File: src/hw/rv_core_pkg.sv
/* shared RV32I types; only the formats and opcodes used by the core are named.
   opcodes outside opcode_e decode to format none and retire as no-ops */
package rv_core_pkg;

    localparam int xlen = 32;

    typedef logic [xlen-1:0] word_t;
    typedef logic [4:0]      reg_idx_t;

    // instruction views, msb first
    typedef struct packed {
        logic [6:0] funct7;
        reg_idx_t   rs2;
        reg_idx_t   rs1;
        logic [2:0] funct3;
        reg_idx_t   rd;
        logic [6:0] opcode;
    } r_fmt_t;

    typedef struct packed {
        logic [11:0] imm;
        reg_idx_t    rs1;
        logic [2:0]  funct3;
        reg_idx_t    rd;
        logic [6:0]  opcode;
    } i_fmt_t;

    typedef struct packed {
        logic [6:0] imm_11_5;
        reg_idx_t   rs2;
        reg_idx_t   rs1;
        logic [2:0] funct3;
        logic [4:0] imm_4_0;
        logic [6:0] opcode;
    } s_fmt_t;

    typedef struct packed {
        logic       imm_12;
        logic [5:0] imm_10_5;
        reg_idx_t   rs2;
        reg_idx_t   rs1;
        logic [2:0] funct3;
        logic [3:0] imm_4_1;
        logic       imm_11;
        logic [6:0] opcode;
    } b_fmt_t;

    typedef struct packed {
        logic [19:0] imm_31_12;
        reg_idx_t    rd;
        logic [6:0]  opcode;
    } u_fmt_t;

    typedef struct packed {
        logic       imm_20;
        logic [9:0] imm_10_1;
        logic       imm_11;
        logic [7:0] imm_19_12;
        reg_idx_t   rd;
        logic [6:0] opcode;
    } j_fmt_t;

    typedef union packed {
        r_fmt_t r;
        i_fmt_t i;
        s_fmt_t s;
        b_fmt_t b;
        u_fmt_t u;
        j_fmt_t j;
    } inst_u;

    typedef enum logic [6:0] {
        op_reg    = 7'b0110011,
        op_imm    = 7'b0010011,
        op_lui    = 7'b0110111,
        op_auipc  = 7'b0010111,
        op_jal    = 7'b1101111,
        op_jalr   = 7'b1100111,
        op_branch = 7'b1100011,
        op_load   = 7'b0000011,
        op_store  = 7'b0100011,
        op_system = 7'b1110011
    } opcode_e;

    typedef enum logic [2:0] {
        fmt_r, fmt_i, fmt_s, fmt_b, fmt_u, fmt_j, fmt_none
    } fmt_e;

    typedef enum logic [3:0] {
        alu_add, alu_sub, alu_sll, alu_slt, alu_sltu, alu_xor,
        alu_srl, alu_sra, alu_or, alu_and, alu_pass_b
    } alu_op_e;

    typedef struct packed {
        opcode_e    opcode;
        logic [2:0] funct3;
        reg_idx_t   rs1;
        reg_idx_t   rs2;
        reg_idx_t   rd;
        fmt_e       fmt;
        alu_op_e    alu_op;
        word_t      imm;
    } decode_t;

    typedef struct packed {
        word_t    pc;
        reg_idx_t rd;
        logic     we;
        word_t    wdata;
        word_t    next_pc;
    } retire_t;

endpackage
File: src/hw/rv_core.sv
/* single-cycle RV32I core without loads, stores or CSRs; one instruction per inst_valid
   strobe, no back-pressure, retire reported one cycle after the strobe */
`timescale 1ns/1ps

module rv_core #(
    parameter rv_core_pkg::word_t reset_pc = 32'h8000_0000
) (
    input  logic                 clk,
    input  logic                 reset,
    output rv_core_pkg::word_t   inst_addr,
    input  rv_core_pkg::inst_u   inst_data,
    input  logic                 inst_valid,
    output logic                 retire_valid,
    output rv_core_pkg::retire_t retire
);

    rv_core_pkg::word_t   pc;
    rv_core_pkg::word_t   next_pc;
    rv_core_pkg::decode_t dec;
    rv_core_pkg::word_t   rs1_data;
    rv_core_pkg::word_t   rs2_data;
    rv_core_pkg::word_t   alu_result;
    rv_core_pkg::word_t   jump_target;
    rv_core_pkg::word_t   rf_wdata;
    logic                 jump_en;
    logic                 rf_we;

    assign inst_addr = pc;

    rv_fetch #(
        .reset_pc (reset_pc)
    ) u_fetch (
        .clk         (clk),
        .reset       (reset),
        .inst_valid  (inst_valid),
        .jump_en     (jump_en),
        .jump_target (jump_target),
        .pc          (pc),
        .next_pc     (next_pc)
    );

    rv_decoder u_decoder (
        .inst (inst_data),
        .dec  (dec)
    );

    rv_regfile u_regfile (
        .clk    (clk),
        .reset  (reset),
        .we     (rf_we),
        .waddr  (dec.rd),
        .wdata  (rf_wdata),
        .raddr1 (dec.rs1),
        .raddr2 (dec.rs2),
        .rdata1 (rs1_data),
        .rdata2 (rs2_data)
    );

    rv_execute u_execute (
        .dec         (dec),
        .pc          (pc),
        .rs1_data    (rs1_data),
        .rs2_data    (rs2_data),
        .alu_result  (alu_result),
        .jump_en     (jump_en),
        .jump_target (jump_target)
    );

    rv_writeback u_writeback (
        .clk          (clk),
        .reset        (reset),
        .inst_valid   (inst_valid),
        .dec          (dec),
        .pc           (pc),
        .next_pc      (next_pc),
        .alu_result   (alu_result),
        .we           (rf_we),
        .wdata        (rf_wdata),
        .retire_valid (retire_valid),
        .retire       (retire)
    );

endmodule

File: src/hw/rv_fetch.sv
/* pc register; reset_pc must be word aligned, pc only moves on a committed instruction */
`timescale 1ns/1ps

module rv_fetch #(
    parameter rv_core_pkg::word_t reset_pc = 32'h8000_0000
) (
    input  logic               clk,
    input  logic               reset,
    input  logic               inst_valid,
    input  logic               jump_en,
    input  rv_core_pkg::word_t jump_target,
    output rv_core_pkg::word_t pc,
    output rv_core_pkg::word_t next_pc
);

    rv_core_pkg::word_t seq_pc;

    assign seq_pc  = pc + 32'd4;
    assign next_pc = jump_en ? jump_target : seq_pc;

    always_ff @(posedge clk or posedge reset) begin
        if (reset)
            pc <= reset_pc;
        else if (inst_valid)    // commit edge
            pc <= next_pc;
    end

endmodule

File: src/hw/rv_writeback.sv
/* register write select and registered retire record; retire payload has no reset,
   only retire_valid is cleared */
`timescale 1ns/1ps

module rv_writeback (
    input  logic                 clk,
    input  logic                 reset,
    input  logic                 inst_valid,
    input  rv_core_pkg::decode_t dec,
    input  rv_core_pkg::word_t   pc,
    input  rv_core_pkg::word_t   next_pc,
    input  rv_core_pkg::word_t   alu_result,
    output logic                 we,
    output rv_core_pkg::word_t   wdata,
    output logic                 retire_valid,
    output rv_core_pkg::retire_t retire
);

    logic writes;

    always_comb begin
        writes = 1'b0;
        wdata  = '0;
        case (dec.opcode)
            rv_core_pkg::op_jal,
            rv_core_pkg::op_jalr: begin
                writes = 1'b1;
                wdata  = pc + 32'd4;    // link address
            end
            rv_core_pkg::op_reg,
            rv_core_pkg::op_imm,
            rv_core_pkg::op_lui,
            rv_core_pkg::op_auipc: begin
                writes = 1'b1;
                wdata  = alu_result;
            end
            default: ; // loads, stores, system and unknown retire as no-ops
        endcase
    end

    assign we = inst_valid && writes; // rd of 0 still raises we

    always_ff @(posedge clk or posedge reset) begin
        if (reset)
            retire_valid <= 1'b0;
        else
            retire_valid <= inst_valid;
    end

    always_ff @(posedge clk) begin
        if (inst_valid) begin
            retire.pc      <= pc;
            retire.rd      <= dec.rd;
            retire.we      <= writes;
            retire.wdata   <= wdata;
            retire.next_pc <= next_pc;
        end
    end

endmodule

File: src/hw/rv_execute.sv
/* operand select, branch compare and jump target; branch funct3 010/011 never jump */
`timescale 1ns/1ps

module rv_execute (
    input  rv_core_pkg::decode_t dec,
    input  rv_core_pkg::word_t   pc,
    input  rv_core_pkg::word_t   rs1_data,
    input  rv_core_pkg::word_t   rs2_data,
    output rv_core_pkg::word_t   alu_result,
    output logic                 jump_en,
    output rv_core_pkg::word_t   jump_target
);

    rv_core_pkg::word_t alu_a;
    rv_core_pkg::word_t alu_b;
    logic               taken;

    rv_alu u_alu (
        .a      (alu_a),
        .b      (alu_b),
        .op     (dec.alu_op),
        .result (alu_result)
    );

    always_comb begin
        alu_a = rs1_data;
        alu_b = dec.imm;    // immediate forms, jalr, lui
        case (dec.opcode)
            rv_core_pkg::op_reg: alu_b = rs2_data;
            rv_core_pkg::op_auipc,
            rv_core_pkg::op_jal,
            rv_core_pkg::op_branch: alu_a = pc;
            default: ;
        endcase
    end

    // branch condition on the two register values
    always_comb begin
        case (dec.funct3)
            3'b000:  taken = rs1_data == rs2_data;
            3'b001:  taken = rs1_data != rs2_data;
            3'b100:  taken = $signed(rs1_data) < $signed(rs2_data);
            3'b101:  taken = $signed(rs1_data) >= $signed(rs2_data);
            3'b110:  taken = rs1_data < rs2_data;
            3'b111:  taken = rs1_data >= rs2_data;
            default: taken = 1'b0;
        endcase
    end

    always_comb begin
        jump_en     = 1'b0;
        jump_target = alu_result;
        case (dec.opcode)
            rv_core_pkg::op_jal:    jump_en = 1'b1;
            rv_core_pkg::op_branch: jump_en = taken;
            rv_core_pkg::op_jalr: begin
                jump_en     = 1'b1;
                jump_target = {alu_result[31:1], 1'b0}; // low bit cleared
            end
            default: ;
        endcase
    end

endmodule

File: src/hw/rv_regfile.sv
/* 32 x 32 register file, reads are combinational; x0 is never written so it reads zero */
`timescale 1ns/1ps

module rv_regfile (
    input  logic                  clk,
    input  logic                  reset,
    input  logic                  we,
    input  rv_core_pkg::reg_idx_t waddr,
    input  rv_core_pkg::word_t    wdata,
    input  rv_core_pkg::reg_idx_t raddr1,
    input  rv_core_pkg::reg_idx_t raddr2,
    output rv_core_pkg::word_t    rdata1,
    output rv_core_pkg::word_t    rdata2
);

    rv_core_pkg::word_t regs [32];

    always_ff @(posedge clk or posedge reset) begin
        if (reset) begin
            for (int k = 0; k < 32; k++) begin
                regs[k] <= '0;
            end
        end else if (we && waddr != '0) begin // writes to x0 dropped
            regs[waddr] <= wdata;
        end
    end

    // new value visible the cycle after the write edge
    assign rdata1 = regs[raddr1];
    assign rdata2 = regs[raddr2];

endmodule

File: src/hw/rv_decoder.sv
/* combinational RV32I decode; unknown opcodes give format none and a zero immediate */
`timescale 1ns/1ps

module rv_decoder (
    input  rv_core_pkg::inst_u   inst,
    output rv_core_pkg::decode_t dec
);

    rv_core_pkg::opcode_e opcode;
    rv_core_pkg::fmt_e    fmt;
    rv_core_pkg::word_t   imm;
    rv_core_pkg::alu_op_e alu_op;
    logic [6:0]           funct7;

    assign opcode = rv_core_pkg::opcode_e'(inst.r.opcode);
    assign funct7 = inst.r.funct7;

    always_comb begin
        case (opcode)
            rv_core_pkg::op_reg:    fmt = rv_core_pkg::fmt_r;
            rv_core_pkg::op_imm,
            rv_core_pkg::op_jalr,
            rv_core_pkg::op_load,
            rv_core_pkg::op_system: fmt = rv_core_pkg::fmt_i;
            rv_core_pkg::op_store:  fmt = rv_core_pkg::fmt_s;
            rv_core_pkg::op_branch: fmt = rv_core_pkg::fmt_b;
            rv_core_pkg::op_lui,
            rv_core_pkg::op_auipc:  fmt = rv_core_pkg::fmt_u;
            rv_core_pkg::op_jal:    fmt = rv_core_pkg::fmt_j;
            default:                fmt = rv_core_pkg::fmt_none;
        endcase
    end

    // sign-extended immediate per format
    always_comb begin
        case (fmt)
            rv_core_pkg::fmt_i: imm = {{20{inst.i.imm[11]}}, inst.i.imm};
            rv_core_pkg::fmt_s: imm = {{20{inst.s.imm_11_5[6]}}, inst.s.imm_11_5, inst.s.imm_4_0};
            rv_core_pkg::fmt_b: imm = {{19{inst.b.imm_12}}, inst.b.imm_12, inst.b.imm_11,
                                       inst.b.imm_10_5, inst.b.imm_4_1, 1'b0};
            rv_core_pkg::fmt_u: imm = {inst.u.imm_31_12, 12'b0};
            rv_core_pkg::fmt_j: imm = {{11{inst.j.imm_20}}, inst.j.imm_20, inst.j.imm_19_12,
                                       inst.j.imm_11, inst.j.imm_10_1, 1'b0};
            default:            imm = '0;
        endcase
    end

    always_comb begin
        alu_op = rv_core_pkg::alu_add; // address and link arithmetic
        if (opcode == rv_core_pkg::op_lui) begin
            alu_op = rv_core_pkg::alu_pass_b;
        end else if (opcode == rv_core_pkg::op_reg || opcode == rv_core_pkg::op_imm) begin
            case (inst.r.funct3)
                3'b000: begin
                    if (opcode == rv_core_pkg::op_reg && funct7[5])
                        alu_op = rv_core_pkg::alu_sub; // no subi in rv32i
                end
                3'b001:  alu_op = rv_core_pkg::alu_sll;
                3'b010:  alu_op = rv_core_pkg::alu_slt;
                3'b011:  alu_op = rv_core_pkg::alu_sltu;
                3'b100:  alu_op = rv_core_pkg::alu_xor;
                3'b101:  alu_op = funct7[5] ? rv_core_pkg::alu_sra : rv_core_pkg::alu_srl;
                3'b110:  alu_op = rv_core_pkg::alu_or;
                default: alu_op = rv_core_pkg::alu_and;
            endcase
        end
    end

    always_comb begin
        dec.opcode = opcode;
        dec.funct3 = inst.r.funct3;
        dec.rs1    = inst.r.rs1;
        dec.rs2    = inst.r.rs2;
        dec.rd     = inst.r.rd;     // raw field, also for formats without rd
        dec.fmt    = fmt;
        dec.alu_op = alu_op;
        dec.imm    = imm;
    end

endmodule

File: src/hw/rv_alu.sv
/* 32-bit ALU; shift amount taken from b[4:0], compares return 0 or 1 */
`timescale 1ns/1ps

module rv_alu (
    input  rv_core_pkg::word_t   a,
    input  rv_core_pkg::word_t   b,
    input  rv_core_pkg::alu_op_e op,
    output rv_core_pkg::word_t   result
);

    logic [4:0] shamt;

    assign shamt = b[4:0];

    always_comb begin
        case (op)
            rv_core_pkg::alu_add:    result = a + b;
            rv_core_pkg::alu_sub:    result = a - b;
            rv_core_pkg::alu_sll:    result = a << shamt;
            rv_core_pkg::alu_slt:    result = {31'b0, $signed(a) < $signed(b)};
            rv_core_pkg::alu_sltu:   result = {31'b0, a < b};
            rv_core_pkg::alu_xor:    result = a ^ b;
            rv_core_pkg::alu_srl:    result = a >> shamt;
            rv_core_pkg::alu_sra:    result = $signed(a) >>> shamt; // keeps sign
            rv_core_pkg::alu_or:     result = a | b;
            rv_core_pkg::alu_and:    result = a & b;
            rv_core_pkg::alu_pass_b: result = b;                    // lui
            default:                 result = '0;
        endcase
    end

endmodule

File: config.mk
export PLATFORM = sky130hd
export DESIGN_NAME = rv_core
export DESIGN_NICKNAME = d
export VERILOG_FILES = /design/src/hw/rv_core_pkg.sv /design/src/hw/rv_core.sv /design/src/hw/rv_fetch.sv /design/src/hw/rv_writeback.sv /design/src/hw/rv_execute.sv /design/src/hw/rv_regfile.sv /design/src/hw/rv_decoder.sv /design/src/hw/rv_alu.sv
export SDC_FILE = /design/constraint.sdc
export NUM_CORES = 2
export LEC_CHECK = 0
export ABC_CLOCK_PERIOD_IN_PS = 99500
export BUFFER_PORTS_ARGS = -buffer_cell sky130_fd_sc_hd__buf_2
export CAP_MARGIN = 20
export CELL_PAD_IN_SITES_DETAIL_PLACEMENT = 1
export CELL_PAD_IN_SITES_GLOBAL_PLACEMENT = 1
export CORE_MARGIN = 1
export CORE_UTILIZATION = 50
export CTS_BUF_LIST = sky130_fd_sc_hd__clkbuf_4 sky130_fd_sc_hd__clkbuf_8
export DETAILED_ROUTE_END_ITERATION = 10
export HOLD_SLACK_MARGIN = 0.02
export PLACE_DENSITY = 0.85
export SKIP_LAST_GASP = 1
export SLEW_MARGIN = 20
export SYNTH_ARGS = -nofsm -noshare
export SYNTH_HDL_FRONTEND = slang
export SYNTH_SLANG_ARGS = --single-unit
File: constraint.sdc
create_clock -name clk -period 99.5 [get_ports clk]
set_input_delay 4.975 -clock clk [delete_from_list [all_inputs] [get_ports clk]]
set_output_delay 4.975 -clock clk [all_outputs]
set_load 0.02 [all_outputs]
==> flow_summary.toml <==
[cells_and_area]
multiInputGateArea_mm2 = 0.0380
final_common_cell = "dfrtp_1"
fin_nets = 7176
syn_to_final_growth_pct = 9.45
num-fill-cells = 15200
post-route-util_pct = 55.4
final-seq-area_mm2 = 0.0295
drive_gt1_share_pct = 18.6
final_cell_mix = "1056 x dfrtp_1, 1044 x nand2_1, 833 x o21ai_0"

[clocking]
hold_buffers = 0
cts_sinks = 1159
cts_buffer_depth = 3
cts_inserted_buffers = 194
clkSlewWorstSetupHoldPaths_ns = 0.06
cts_root_buf = "clkbuf_8"
htreeDepth = 4
clk_latency_ns = 1.00
cts_tree = "done"
postCtsSetupBuffers = 0
post_cts_resized = 0

[global_routing]
antenna_found_initial = 20
grt_pass1_wl_um = 480000
grt_max_degree = 188
grt_pass1_vias = 67900
grt_util_all_layers_pct = 46.4
grt_overflow = 0

[timing]
relSlewSlack_pct = 10.6
rsz0062_at_grt = "false"
fin_setup_tns_ns = 0
hold_violations = 0
skew_ns = 0.0820
setup_viol_count_final = 0
fin_crit_ns = 13.42
max_freq_mhz = 74.5
tightest_slew_ns = 1.33
fin_crit_sh_pct = 13.5
maxSlewViolCount = 0

[setup_path]
crit_path_end_kind = "flip-flop"
required_ns = 100.29
crit_slowest_cell = "buf_4"
worst-path-max-fanout = 53
crit_path_max_incr_delay_ns = 0.84
crit_arrival_ns = 14.21
crit_type = "input pin to flip-flop"
cp-start-kind = "input pin"
crit_chain = "buf_8 > buf_4 > buf_4 > buf_4 > mux4_2 > mux4_2 > mux2i_1 > o21ai_0 > ha_1 > inv_1 > a21o_1 > a21oi_1 > o21ai_0 > o21ai_1 > a21boi_0 > nor2_1 > o221ai_1 > a211oi_1 > and4_1 > o22a_1 > buf_4 > o21ai_0"
crit_path_frequent_cell = "buf_4"

[synthesis]
syn_area_per_cell_um2 = 10.0
seq_area_frac_synth_pct = 41.7
yosys_most_used_dff = "dfrtp_1"
synth_area_leaders = "dfrtp_1 37%, mux2i_1 11%, mux4_2 8.9%"
yosys.cell_types.count = 112
synthArstFlopShare_pct = 91.2
yosys_warnings = 0
synth_top_cell_by_area = "dfrtp_1"
syn_area_mm2 = 0.0708
ys_ff_latch = 1159
syn_nets = 7253
syn_inst = 7081
synth_edf_count = 102
synth_top_area_share_pct = 37.3

[floorplanning]
die_area_mm2 = 0.143
die_h_um = 378
rows = 137
die_x_um = 378
ios = 170
initial_core_util_pct = 50.6
coreArea_mm2 = 0.140

[routing]
via_per_inst = 7.29
antenna_left = 0
firstDrtPassIters = 6
drt_iter0_markers = 8516
drc = 0
wire_per_inst_um = 37.0
wirelength_um = 335000
vias = 66100

[power]
power.density_mw_per_mm2 = 16.1
finalPower_mw = 1.25
leakage_nw = 34.2
peakVddDrop_uv = 14.1

[placement]
portBuffers = 169
hpwl_um = 219000
gp_congestion = 1.07

[hold_path]
holdCritPathClass = "flip-flop to flip-flop"

[status]
status = "completed"

[job]
drv_cap = 0
-- state kept, by name (all words and copies together) (netlist names) --
signal,cells
u_writeback.retire,102
u_writeback.retire_valid,1
u_fetch.pc,32
u_regfile.regs,1024
-- worst max-delay path, delay by kind of cell --
family / cells / cell delay, ns
buf+inv: 6 / 3.15
compound gates: 10 / 2.75
mux: 3 / 1.69
simple gates: 2 / 0.74
fa+ha+maj: 1 / 0.65
-- final timing paths --
check                                    start                  end  slack [ns]  cells after the start
hold / removal             u_regfile.regs[997]  u_regfile.regs[997]        0.40                      0
setup / recovery                 inst_data[21]  u_regfile.regs[210]       86.08                     22
min in group asynchronous                reset  u_regfile.regs[293]        4.18                      2
setup reg to reg           u_regfile.regs[512]  u_regfile.regs[210]       92.08                     22
hold reg to reg            u_regfile.regs[997]  u_regfile.regs[997]        0.40                      0
max in group asynchronous                reset  u_regfile.regs[361]       91.99                      5
-- synthesized netlist by cell type, types with 25 or more instances --
| master | count |
|---|---|
| o21ai_1 | 26 |
| o22a_1 | 25 |
| buf_4 | 58 |
| a31oi_1 | 110 |
| clkbuf_1 | 415 |
| mux4_2 | 280 |
| a22oi_1 | 317 |
| nor4_1 | 50 |
| mux2_2 | 120 |
| a211oi_1 | 33 |
| nor2_1 | 321 |
| o221ai_1 | 50 |
| o21ai_0 | 835 |
| o22ai_1 | 26 |
| o221ai_2 | 27 |
| nand4_1 | 26 |
| a21oi_1 | 346 |
| buf_2 | 105 |
| mux2i_1 | 789 |
| dfrtp_1 | 1056 |
| a21o_1 | 37 |
| inv_1 | 139 |
| nor3_1 | 47 |
| xnor2_1 | 29 |
| nand2_1 | 1078 |
| nand3_1 | 39 |
| edfxtp_1 | 102 |
| ha_1 | 135 |
| buf_1 | 41 |
-- cell type report --
type / count / area share (%)
clock buffer: 324 / 5.19
timing repair buffer: 389 / 3.39
clock inverter: 38 / 0.566
multi-input combinational: 5112 / 49.0
inverter: 148 / 0.726
tap: 1876 / 3.03
sequential: 1159 / 38.1
antenna: 9 / 0.0290
-- report_power, final --
part	switching (mW)	internal (mW)	leakage [nW]
Combinational	0.166	0.0685	16.1
Sequential	0.0293	0.497	15.7
Clock	0.220	0.268	2.36
Total	0.416	0.833	34.2
-- logic make-up after synthesis --
| group | synth area share [%] |
|---|---|
| XOR/XNOR | 0.507 |
| AND/OR/NAND/NOR | 10.2 |
| AO/OA/AOI/OAI | 17.9 |
| buffers and inverters | 5.19 |
| adder cells (fa/ha/maj) | 2.44 |
| flip-flops | 41.7 |
| multiplexers | 22.0 |
-- per-stage QoR --
step	hold WS (ns)	setup WS [ns]	instances	instance area, um^2
final	0.401	86.08	9055	77500
after global routing	0.415	85.83	9048	77500
after CTS	0.401	85.89	9045	77500
after detailed placement	0.387	84.95	8683	73000
after global placement	0.380	85.23	8682	73000
after floorplan	0.445	64.77	7081	70800
-- layer usage --
layer	share of wire, %	vias up	global-route usage (%)
met1	37	33800	57.4
met4	8.4	16	34.3
li1	-	25900	-
met3	11	1523	13.4
met2	44	4861	69.1
met5	0.030	-	0
No activity file was read; power rests on OpenSTA's default activity.
